## src/source/stepper_pkg.sv

```systemverilog
`default_nettype none

package stepper_pkg;

  // Host protocol widths
  localparam int WORD_W = 64;  // One SPI word
  localparam int DIV_W  = 24;  // Tick divisor
  localparam int CNT_W  = $clog2(WORD_W);  // Bit counter in the SPI target

  // Header command codes, top byte of a header word
  localparam logic [7:0] CMD_MOVE      = 8'h01;  // Header plus three data words
  localparam logic [7:0] CMD_DIVISOR   = 8'h03;
  localparam logic [7:0] CMD_MICROSTEP = 8'h04;

  // Taken off the accumulator per step
  localparam logic signed [WORD_W-1:0] STEP_THRESHOLD = 64'sh7fff_ffff_ffff_ff9b;

  localparam logic [DIV_W-1:0] DEFAULT_DIVISOR = 24'd40;  // Divisor out of reset

  // Header word layout
  typedef struct packed {
    logic [7:0]       cmd;  // Command code
    logic [31:0]      pad;  // Unused
    logic [DIV_W-1:0] arg;  // Bit 0 dir, bits 2:0 microstep code, or divisor
  } hdr_t;

  // Same 64 bits seen as header or as move data
  typedef union packed {
    logic [WORD_W-1:0] raw;
    hdr_t              hdr;
  } spi_word_u;

  // Move request handed to the engine
  typedef struct packed {
    logic                     dir;
    logic [WORD_W-1:0]        duration;   // Ticks
    logic signed [WORD_W-1:0] increment;  // Rate at tick 0
    logic signed [WORD_W-1:0] inc_inc;    // Rate change per tick
  } move_params_t;

  // Counts of the last (or running) move
  typedef struct packed {
    logic [WORD_W-1:0] ticks_last;
    logic [WORD_W-1:0] steps_last;
  } move_status_t;

endpackage

`default_nettype wire
```

## src/source/stepper_top.sv

```systemverilog
`default_nettype none

module stepper_top (
  input  logic CLK,
  input  logic arst_n,
  input  logic sck,
  input  logic cs_n,
  input  logic copi,
  output logic cipo,
  output logic phase_a1,
  output logic phase_a2,
  output logic phase_b1,
  output logic phase_b2,
  output logic step,
  output logic dir,
  output logic busy
);
  import stepper_pkg::*;

  logic              word_valid;
  spi_word_u         rx_word;     // Last complete SPI word
  logic [WORD_W-1:0] reply_word;  // Next word back to the host
  move_status_t      status;
  move_params_t      params;
  logic              move_start;
  logic [DIV_W-1:0]  divisor;
  logic              half_step;

  // Host link
  spi_word_rx spi_word_rx_inst (
    .CLK        (CLK),
    .arst_n     (arst_n),
    .sck        (sck),
    .cs_n       (cs_n),
    .copi       (copi),
    .cipo       (cipo),
    .reply_word (reply_word),
    .word_valid (word_valid),
    .rx_word    (rx_word)
  );

  cmd_decode cmd_decode_inst (
    .CLK        (CLK),
    .arst_n     (arst_n),
    .word_valid (word_valid),
    .rx_word    (rx_word),
    .status     (status),
    .params     (params),
    .move_start (move_start),
    .divisor    (divisor),
    .half_step  (half_step),
    .reply_word (reply_word)
  );

  move_exec move_exec_inst (
    .CLK        (CLK),
    .arst_n     (arst_n),
    .move_start (move_start),
    .params     (params),
    .divisor    (divisor),
    .step       (step),
    .dir        (dir),
    .busy       (busy),
    .status     (status)
  );

  // Bridge sequencer follows the step pin
  phase_driver phase_driver_inst (
    .CLK       (CLK),
    .arst_n    (arst_n),
    .step      (step),
    .dir       (dir),
    .half_step (half_step),
    .phase_a1  (phase_a1),
    .phase_a2  (phase_a2),
    .phase_b1  (phase_b1),
    .phase_b2  (phase_b2)
  );

endmodule

`default_nettype wire

```

## src/source/phase_driver.sv

```systemverilog
`default_nettype none

module phase_driver (
  input  logic CLK,
  input  logic arst_n,
  input  logic step,
  input  logic dir,
  input  logic half_step,
  output logic phase_a1,
  output logic phase_a2,
  output logic phase_b1,
  output logic phase_b2
);

  logic [2:0] idx;     // Position in eight-state table
  logic [2:0] base;    // Index before the move
  logic [2:0] stride;
  logic [3:0] coils;   // {a1, a2, b1, b2}

  // Full steps live on even states only
  assign base   = half_step ? idx : {idx[2:1], 1'b0};
  assign stride = half_step ? 3'd1 : 3'd2;

  always_ff @(posedge CLK or negedge arst_n) begin
    if (!arst_n) begin
      idx <= 3'd0;
    end else if (step) begin
      idx <= dir ? base + stride : base - stride;  // dir high is forward
    end
  end

  // "+" is the 1 pin of a winding, "-" the 2 pin
  always_comb begin
    case (idx)
      3'd0:    coils = 4'b1000;  // A+
      3'd1:    coils = 4'b1010;  // A+ B+
      3'd2:    coils = 4'b0010;  // B+
      3'd3:    coils = 4'b0110;  // A- B+
      3'd4:    coils = 4'b0100;  // A-
      3'd5:    coils = 4'b0101;  // A- B-
      3'd6:    coils = 4'b0001;  // B-
      default: coils = 4'b1001;  // A+ B-
    endcase
  end

  assign phase_a1 = coils[3];
  assign phase_a2 = coils[2];
  assign phase_b1 = coils[1];
  assign phase_b2 = coils[0];

endmodule

`default_nettype wire

```

## src/source/move_exec.sv

```systemverilog
`default_nettype none

module move_exec (
  input  logic                          CLK,
  input  logic                          arst_n,
  input  logic                          move_start,
  input  stepper_pkg::move_params_t     params,
  input  logic [stepper_pkg::DIV_W-1:0] divisor,
  output logic                          step,
  output logic                          dir,
  output logic                          busy,
  output stepper_pkg::move_status_t     status
);
  import stepper_pkg::*;

  logic [DIV_W-1:0]         div_r;      // Divisor of the running move
  logic [DIV_W-1:0]         clk_cnt;    // Cycles into current tick
  logic [WORD_W-1:0]        dur_r;      // Duration in ticks
  logic signed [WORD_W-1:0] inc_inc_r;
  logic signed [WORD_W-1:0] rate;       // increment + k*inc_inc
  logic signed [WORD_W-1:0] acc;        // Substep accumulator
  logic signed [WORD_W-1:0] acc_sum;
  logic [WORD_W-1:0]        tick_cnt;
  logic [WORD_W-1:0]        step_cnt;
  logic                     tick;       // Last cycle of a tick period
  logic                     take_step;

  assign tick      = busy && (clk_cnt == div_r - 1'b1);
  assign acc_sum   = acc + rate;
  assign take_step = tick && (acc_sum > 0);  // Signed compare

  // Counters, accumulator and outputs
  always_ff @(posedge CLK or negedge arst_n) begin
    if (!arst_n) begin
      busy     <= 1'b0;
      step     <= 1'b0;
      dir      <= 1'b0;
      clk_cnt  <= '0;
      tick_cnt <= '0;
      step_cnt <= '0;
      acc      <= '0;
    end else if (move_start) begin
      // Also a restart when already busy
      busy     <= (params.duration != '0);
      step     <= 1'b0;
      dir      <= params.dir;
      clk_cnt  <= '0;
      tick_cnt <= '0;
      step_cnt <= '0;
      acc      <= '0;
    end else begin
      step <= take_step;  // One cycle wide
      if (busy) begin
        clk_cnt <= tick ? '0 : clk_cnt + 1'b1;
      end
      if (tick) begin
        tick_cnt <= tick_cnt + 1'b1;
        busy     <= ((tick_cnt + 1'b1) != dur_r);  // Falls after last tick
        if (take_step) begin
          acc      <= acc_sum - STEP_THRESHOLD;
          step_cnt <= step_cnt + 1'b1;
        end else begin
          acc <= acc_sum;
        end
      end
    end
  end

  // Latched move data and the rate ramp
  always_ff @(posedge CLK) begin
    if (move_start) begin
      div_r     <= (divisor == '0) ? DIV_W'(1) : divisor;  // 0 runs as 1
      dur_r     <= params.duration;
      inc_inc_r <= params.inc_inc;
      rate      <= params.increment;
    end else if (tick) begin
      rate <= rate + inc_inc_r;  // Rate for the next tick
    end
  end

  // Counters hold after the move ends
  assign status.ticks_last = tick_cnt;
  assign status.steps_last = step_cnt;

endmodule

`default_nettype wire

```

## src/source/cmd_decode.sv

```systemverilog
`default_nettype none

module cmd_decode (
  input  logic                           CLK,
  input  logic                           arst_n,
  input  logic                           word_valid,
  input  stepper_pkg::spi_word_u         rx_word,
  input  stepper_pkg::move_status_t      status,
  output stepper_pkg::move_params_t      params,
  output logic                           move_start,
  output logic [stepper_pkg::DIV_W-1:0]  divisor,
  output logic                           half_step,
  output logic [stepper_pkg::WORD_W-1:0] reply_word
);
  import stepper_pkg::*;

  logic       in_move;      // Collecting move data words
  logic [1:0] data_cnt;     // Data words taken so far
  logic       reply_steps;  // Next reply is steps_last
  hdr_t       hdr;          // Header view of the word

  assign hdr = rx_word.hdr;

  // Sequencing and settings registers
  always_ff @(posedge CLK or negedge arst_n) begin
    if (!arst_n) begin
      in_move     <= 1'b0;
      data_cnt    <= '0;
      reply_steps <= 1'b0;
      move_start  <= 1'b0;
      divisor     <= DEFAULT_DIVISOR;
      half_step   <= 1'b0;  // Full steps
    end else begin
      move_start <= 1'b0;
      if (word_valid) begin
        if (!in_move) begin
          case (hdr.cmd)
            CMD_MOVE: begin
              in_move     <= 1'b1;
              data_cnt    <= '0;
              reply_steps <= 1'b1;  // Duration word carries steps_last
            end
            CMD_DIVISOR: begin
              divisor <= hdr.arg;
            end
            CMD_MICROSTEP: begin
              // Only codes 0 and 1 exist
              if (hdr.arg[2:1] == 2'b00) begin
                half_step <= hdr.arg[0];
              end
            end
            default: begin
              // Unknown command, no effect
            end
          endcase
        end else begin
          data_cnt <= data_cnt + 2'd1;
          if (data_cnt == 2'd2) begin  // inc_inc was the last one
            in_move     <= 1'b0;
            reply_steps <= 1'b0;  // Back to ticks_last
            move_start  <= 1'b1;
          end
        end
      end
    end
  end

  // Move parameters, raw view for data words
  always_ff @(posedge CLK) begin
    if (word_valid) begin
      if (!in_move) begin
        if (hdr.cmd == CMD_MOVE) begin
          params.dir <= hdr.arg[0];
        end
      end else begin
        case (data_cnt)
          2'd0:    params.duration  <= rx_word.raw;
          2'd1:    params.increment <= rx_word.raw;
          default: params.inc_inc   <= rx_word.raw;
        endcase
      end
    end
  end

  // Picked up by the SPI target at the next CS assertion
  assign reply_word = reply_steps ? status.steps_last : status.ticks_last;

endmodule

`default_nettype wire

```

## src/source/spi_word_rx.sv

```systemverilog
`default_nettype none

module spi_word_rx (
  input  logic                           CLK,
  input  logic                           arst_n,
  input  logic                           sck,
  input  logic                           cs_n,
  input  logic                           copi,
  output logic                           cipo,
  input  logic [stepper_pkg::WORD_W-1:0] reply_word,
  output logic                           word_valid,
  output stepper_pkg::spi_word_u         rx_word
);
  import stepper_pkg::*;

  logic [1:0]        sck_sync;   // Two-flop synchronizers
  logic [1:0]        cs_sync;
  logic [1:0]        copi_sync;
  logic              sck_q;      // Synced SCK, one cycle late
  logic              cs_q;       // Synced CS, one cycle late
  logic              sck_rise;
  logic              sck_fall;
  logic              cs_active;
  logic              cs_fall;    // Start of a transaction
  logic [CNT_W-1:0]  bit_cnt;    // Bits taken in current word
  logic [WORD_W-1:0] rx_shift;   // Receive shifter, MSB first
  logic [WORD_W-1:0] tx_shift;   // Reply shifter

  // Input sync and edge history
  always_ff @(posedge CLK or negedge arst_n) begin
    if (!arst_n) begin
      sck_sync  <= 2'b00;
      cs_sync   <= 2'b11;  // Deselected
      copi_sync <= 2'b00;
      sck_q     <= 1'b0;
      cs_q      <= 1'b1;
    end else begin
      sck_sync  <= {sck_sync[0], sck};
      cs_sync   <= {cs_sync[0], cs_n};
      copi_sync <= {copi_sync[0], copi};
      sck_q     <= sck_sync[1];
      cs_q      <= cs_sync[1];
    end
  end

  assign sck_rise  = sck_sync[1] & ~sck_q;
  assign sck_fall  = ~sck_sync[1] & sck_q;
  assign cs_active = ~cs_sync[1];
  assign cs_fall   = cs_active & cs_q;

  // Bit counting and end-of-word strobe
  always_ff @(posedge CLK or negedge arst_n) begin
    if (!arst_n) begin
      bit_cnt    <= '0;
      word_valid <= 1'b0;
    end else begin
      word_valid <= 1'b0;
      if (!cs_active) begin
        bit_cnt <= '0;  // Partial word dropped
      end else if (sck_rise) begin
        bit_cnt    <= bit_cnt + 1'b1;  // Wraps to 0 after bit 63
        word_valid <= (bit_cnt == CNT_W'(WORD_W - 1));
      end
    end
  end

  // Mode 0, sample on rising edge
  always_ff @(posedge CLK) begin
    if (cs_active && sck_rise) begin
      rx_shift <= {rx_shift[WORD_W-2:0], copi_sync[1]};
    end
  end

  assign rx_word = rx_shift;  // Stable until next rising edge

  // Reply loaded at CS assertion, so MSB is out before first SCK rise
  always_ff @(posedge CLK or negedge arst_n) begin
    if (!arst_n) begin
      tx_shift <= '0;
    end else if (cs_fall) begin
      tx_shift <= reply_word;
    end else if (cs_active && sck_fall) begin
      tx_shift <= {tx_shift[WORD_W-2:0], 1'b0};  // Next bit on falling edge
    end
  end

  assign cipo = tx_shift[WORD_W-1];

endmodule

`default_nettype wire

```

## config.mk

```make
export PLATFORM = sky130hd
export DESIGN_NAME = stepper_top
export DESIGN_NICKNAME = d
export VERILOG_FILES = /design/src/source/stepper_pkg.sv /design/src/source/stepper_top.sv /design/src/source/phase_driver.sv /design/src/source/move_exec.sv /design/src/source/cmd_decode.sv /design/src/source/spi_word_rx.sv
export SDC_FILE = /design/constraint.sdc
export NUM_CORES = 2
export LEC_CHECK = 0
export ABC_AREA = 1
export ABC_CLOCK_PERIOD_IN_PS = 7340
export BUFFER_PORTS_ARGS = -buffer_cell sky130_fd_sc_hd__buf_2
export CORE_ASPECT_RATIO = 0.8
export CORE_UTILIZATION = 60
export DETAILED_ROUTE_END_ITERATION = 7
export PLACE_DENSITY = 0.76
export SYNTH_ARGS = -nofsm -noshare
export SYNTH_HDL_FRONTEND = slang
export SYNTH_SLANG_ARGS = --single-unit
```

## constraint.sdc

```tcl
create_clock -name CLK -period 7.34 [get_ports CLK]
set_clock_uncertainty 0.1 [all_clocks]
set_input_delay 0.734 -clock CLK [delete_from_list [all_inputs] [get_ports CLK]]
set_output_delay 0.734 -clock CLK [all_outputs]
set_load 0.005 [all_outputs]
```

# == Word level (Yosys, flattened, before mapping) ==
# Cells that the tools add are included.
# word_totals
ff_bits,804
in_bits,5
output_inout_bits,8
wordCells,129
# classes
add_sub_neg,11
order_cmp,1
eq_ne,15
mux,38
bitwise,8
reduce_logical,25
# ops
cell,count
$mux 64,13
$add 64x1->64 const B,2
$add 64x64->64,2
$mux 24,3
$gt 64x1->1 const B,1
$ne 64x64->1,1
$reduce_bool 64->1,1
$sub 64x64->64 const B,1
$pmux 4 s7,1
$add 24x1->24 const B,1
$eq 24x24->1,1
$logic_not 24->1,1
$sub 24x1->24 const B,1
$reduce_and 3->1,6
$mux 1,15
$mux 6,2
$reduce_bool 2->1,6
$eq 3x3->1 const B,3
$eq 8x1->1 const B,1
$eq 8x2->1 const B,1
$eq 8x3->1 const B,1
$add 6x1->6 const B,1
$eq 3x2->1 const B,2
$eq 6x6->1 const B,1
other kinds (17),30

# == Longest topological paths before layout ==
# logic_depth
ltp_word,7
depth_mapped,28
mapped_depth_nobuf,28

# == Hierarchy ==
# A second synthesis with hierarchy kept.
# unflattened
hier_cells,6427
hier_area_um2,49379.9
# modules_own_cells
module,instances,cells_each,area_each_um2,seq_area_each_um2
move_exec,1,5495,35814.3,11966.5
cmd_decode,1,431,7940.1,6548.8
spi_word_rx,1,473,5427.7,3902.5
phase_driver,1,28,197.7,75.1

# == Least setup slack after synthesis ==
# Ideal clock, no wire load.
# synth_path
path_type,reg-to-reg
start,reg cmd_decode_inst.move_start
end,reg move_exec_inst.rate[0] (enable)
setup_ns,0.396
arrival_time_ns,5.412
t_required_ns,6.844
slack_ns,1.432
stages_incl_launch_ff,5
n_path_buf,2
period_less_slack_ns,5.908
path_cell_list,dfrtp_1 inv_1 nand2_1 buf_2 buf_2
# synth_between
elab_chain_len,1
# synth_rtl
element,line,rtl
from (decl),cmd_decode.sv:10,"output logic move_start,"
from (signal assigned),cmd_decode.sv:30,move_start <= 1'b0;
from (signal assigned),cmd_decode.sv:34,move_start <= 1'b0;
from (signal assigned),cmd_decode.sv:61,move_start <= 1'b1;
$reduce_bool 2->1 (no source line),n/a,
to (signal assigned),move_exec.sv:75,rate <= params.increment;
to (signal assigned),move_exec.sv:77,rate <= rate + inc_inc_r;
to (decl),move_exec.sv:20,logic signed [WORD_W-1:0] rate;
# No other way between the ends.
# A chain may end at the register's enable or synchronous reset.

# == Worst setup path after layout ==
# layout_path
start,reg move_exec_inst.rate[44]
end,reg move_exec_inst.step_cnt[42]
# layout_between
elab_chain_len,5
# layout_rtl
element,line,rtl
$add 64x64->64,move_exec.sv:29,assign acc_sum = acc + rate;
$gt 64x1->1,move_exec.sv:30,assign take_step = tick && (acc_sum > 0);
$logic_and 1x1->1,move_exec.sv:30,
$reduce_bool 2->1 (no source line),n/a,
$reduce_and 2->1 (no source line),n/a,
to (signal assigned),move_exec.sv:61,step_cnt <= step_cnt + 1'b1;
to (decl),move_exec.sv:24,logic [WORD_W-1:0] step_cnt;
# No other way between the ends.

==> impl_metrics.json <==
{
  "grt-ovfl-total": 0,
  "tightest_slew_ns": 1.153,
  "utilization": 0.6552,
  "die_h_um": 257.9,
  "cp_data_required_time_ns": 7.81,
  "cpMostUsedCell": "nand2_1",
  "grt_usage": 0.4380,
  "hold_viol": 16,
  "p_comb_frac": 0.017,
  "dp.cells": 7318,
  "cts_made_buffers": 82,
  "endpoint_kind": "register",
  "syn_inst": 6334,
  "ys.flop_type": "edfxtp_1",
  "slew_viol_final": 0,
  "via_count": 46570,
  "holdWs_ns": -0.05934,
  "crit_slowest_cell": "nor3_1",
  "arrival_ns": 6.40,
  "cp_max_fo": 57,
  "cts_sinks": 804,
  "p_int_mw": 7.265,
  "grt_pass1_wl_um": 268400,
  "wl_um": 184600,
  "area_growth_pct": 7.751,
  "cts_tree": "yes",
  "rsz0062_at_grt": "false",
  "p_per_area_nw_per_um2": 176.8,
  "cts_resized": 0,
  "p_switching_mw": 2.092,
  "hold_buffers": 0,
  "setup_ws_ns": 1.408,
  "yosys_warnings": 0,
  "post_drt_wl_per_cell_um": 24.71,
  "min_period_over_period": 0.8081,
  "syn_avg_cell_area_um2": 7.753,
  "crit_chain": "ha_1 -> nand2_1 -> nor2_1 -> nand2_1 -> nor3_1 -> nand3_1 -> nand4_1 -> nand2_1 -> nand2_1 -> nor2_1 -> nand2_1 -> nor2_1 -> nand3_2 -> buf_4 -> nand2_4 -> nand2_4 -> buf_4 -> nand2_1 -> o21ai_1",
  "synth_edf_count": 473,
  "start_kind": "register",
  "antenna_found_initial": 4,
  "start_util": 0.6081,
  "syn_nets": 6478,
  "finalWeightedCongestion": 1.083,
  "num_rows": 93,
  "synthMostInstantiatedCell": "nand2_1",
  "crit_family": "simple AND/OR/NAND/NOR gates",
  "maxSlewHeadroom": 0.2254,
  "async_reset_ff_frac": 0.4117,
  "seqPwrFrac": 0.519,
  "post_cts_buffers": 0,
  "layout-drive-gt1-share": 0.05880,
  "grt_max_degree": 196,
  "clk_latency_ns": 0.68,
  "first_global_vias": 42180,
  "clock-root-buffer": "clkbuf_16",
  "fmax_mhz": 168.6,
  "drt-initial-drc-count": 7781,
  "port_buffers": 12,
  "p_leak_nw": 22.27,
  "ant_nets": 0,
  "drc": 0,
  "maxCapViolCount": 0,
  "tns_ns": 0,
  "yosysTopAreaCell": "edfxtp_1",
  "layout.nets": 6454,
  "routed_via_density": 6.232,
  "clkTransAtPathRegs_ns": 0.06,
  "synth_area_um2": 49110,
  "min_path_type": "input pin to async pin",
  "max_stage_delay_ns": 0.69,
  "dp_hpwl_um": 141900,
  "finalSetupViolCount": 0,
  "netSwitchingFraction": 0.2236,
  "violations": "hold timing",
  "critPathBufInv": 2,
  "ys_top_cells_by_area": "edfxtp_1, dfrtp_1, nand2_1, inv_1, nor2_1",
  "vdd_drop_max_mv": 0.2598,
  "period_needed_ns": 5.932,
  "power_frac_clock": 0.464,
  "yosysTopAreaCellShare": 0.2892,
  "status": "finished with violations",
  "die_x_um": 321.9,
  "clockBufferDepth": 3,
  "first_pass_iters": 8,
  "die-area_um2": 83000,
  "crit_type": "register to register",
  "post-place-ws_ns": 1.824,
  "synth_common_cells": "nand2_1, inv_1, nor2_1",
  "core-area_um2": 80760,
  "io_pins": 13,
  "ys_seq_elements": 804,
  "htree_levels": 3,
  "fin_cells": 7472,
  "synthDistinctLibCells": 54,
  "synth_seq_area_share": 0.4580
}
[layout make-up]
class	instances	area, um2
tap	1092	1366
multi-input combinational	4601	23040
clock buffer	104	2280
inverter	775	2909
clock inverter	48	465.4
timing repair buffer	46	350.3
antenna	2	5.005
fill	6778	27840
sequential	804	22500
[cells in the final DEF, fill, tap and decap left out, drive strengths merged, types with 24 or more instances in the layout]
master  count
xor2      213
ha        136
dfrtp     326
buf        46
a21oi     302
clkbuf    104
nand2    1852
o21ai     316
a31oi      27
or2        47
o22ai      72
edfxtp    473
clkinv     27
mux2       24
nor3      122
nand3     417
nand4     144
nor4       65
xnor2      44
nor2      736
inv       782
[worst paths after layout]
| path | start | endpoint | slack, ns | cells past startpoint |
|---|---|---|---|---|
| worst max-delay path | move_exec_inst.rate[44] | move_exec_inst.step_cnt[42] | 1.41 | 19 |
| worst min-delay path | arst_n | move_exec_inst.clk_cnt[5] | -0.06 | 1 |
| worst max register to register | move_exec_inst.rate[44] | move_exec_inst.step_cnt[42] | 1.41 | 19 |
| worst min register to register | spi_word_rx_inst.sck_sync[0] | spi_word_rx_inst.sck_sync[1] | 0.26 | 0 |
| max in group asynchronous | arst_n | move_exec_inst.acc[38] | 5.66 | 2 |
| min in group CLK | cs_n | spi_word_rx_inst.cs_sync[0] | 0.07 | 1 |
[flip-flops by register name (all words and copies together) (netlist names), 2 cells and up]
| name | flops |
|---|---|
| move_exec_inst.tick_cnt | 64 |
| cmd_decode_inst.params | 193 |
| cmd_decode_inst.data_cnt | 2 |
| spi_word_rx_inst.sck_sync | 2 |
| move_exec_inst.acc | 64 |
| spi_word_rx_inst.tx_shift | 64 |
| cmd_decode_inst.divisor | 24 |
| spi_word_rx_inst.cs_sync | 2 |
| spi_word_rx_inst.copi_sync | 2 |
| move_exec_inst.rate | 64 |
| spi_word_rx_inst.rx_word | 64 |
| move_exec_inst.inc_inc_r | 64 |
| move_exec_inst.step_cnt | 64 |
| move_exec_inst.clk_cnt | 24 |
| move_exec_inst.div_r | 24 |
| phase_driver_inst.idx | 3 |
| spi_word_rx_inst.bit_cnt | 6 |
| move_exec_inst.dur_r | 64 |
[power by group through the flow]
stage               Clock, mW  Combinational [mW]  Sequential [mW]
floorplan                   0              0.0809             4.93
global placement            0               0.145             4.94
detailed placement          0               0.152             4.95
CTS                      4.34               0.154             4.86
global route             4.49               0.173             4.86
finish                   4.34               0.155             4.86
[through the flow]
step	cell area (um2)	hold WS, ns	power [mW]
6_report	52910	-0.05934	9.357
3_5_place_dp	50160	0.2380	5.099
3_3_place_gp	50160	0.2346	5.089
2_1_floorplan	49110	0.2312	5.013
5_1_grt	52910	0.05067	9.526
4_1_cts	52910	0.04818	9.347
[per-layer routing]
metal  up-vias  GRT usage  share of wire
met3       450     0.1685           0.16
li1      20820          -              -
met5         -          0        0.00012
met2      3397     0.5887           0.39
met1     21900     0.6458           0.41
met4         4     0.1354          0.037
[worst reg2reg max path, cell delays in order (launching register included)]
cell and delay (ns):
edfxtp_1 0.45, ha_1 0.54, nand2_1 0.18, nor2_1 0.31, nand2_1 0.20, nor3_1 0.69
nand3_1 0.51, nand4_1 0.23, nand2_1 0.14, nand2_1 0.11, nor2_1 0.05, nand2_1 0.05
nor2_1 0.04, nand3_2 0.07, buf_4 0.41, nand2_4 0.24, nand2_4 0.55, buf_4 0.65
nand2_1 0.17, o21ai_1 0.14
[kinds of logic (layout without fill, tap and decap cells)]
| logic type | Yosys count | after routing | synth area share |
|---|---|---|---|
| buffers and inverters | 929 | 973 | 0.07402 |
| multiplexers | 26 | 26 | 0.005911 |
| AO/OA/AOI/OAI | 763 | 763 | 0.08490 |
| adder cells (fa/ha/maj) | 139 | 139 | 0.03588 |
| AND/OR/NAND/NOR | 3414 | 3414 | 0.2945 |
| XOR/XNOR | 259 | 259 | 0.04676 |
| other | 0 | 2 | 0 |
| flip-flops | 804 | 804 | 0.4580 |
Power figures use the tool's default switching activity.
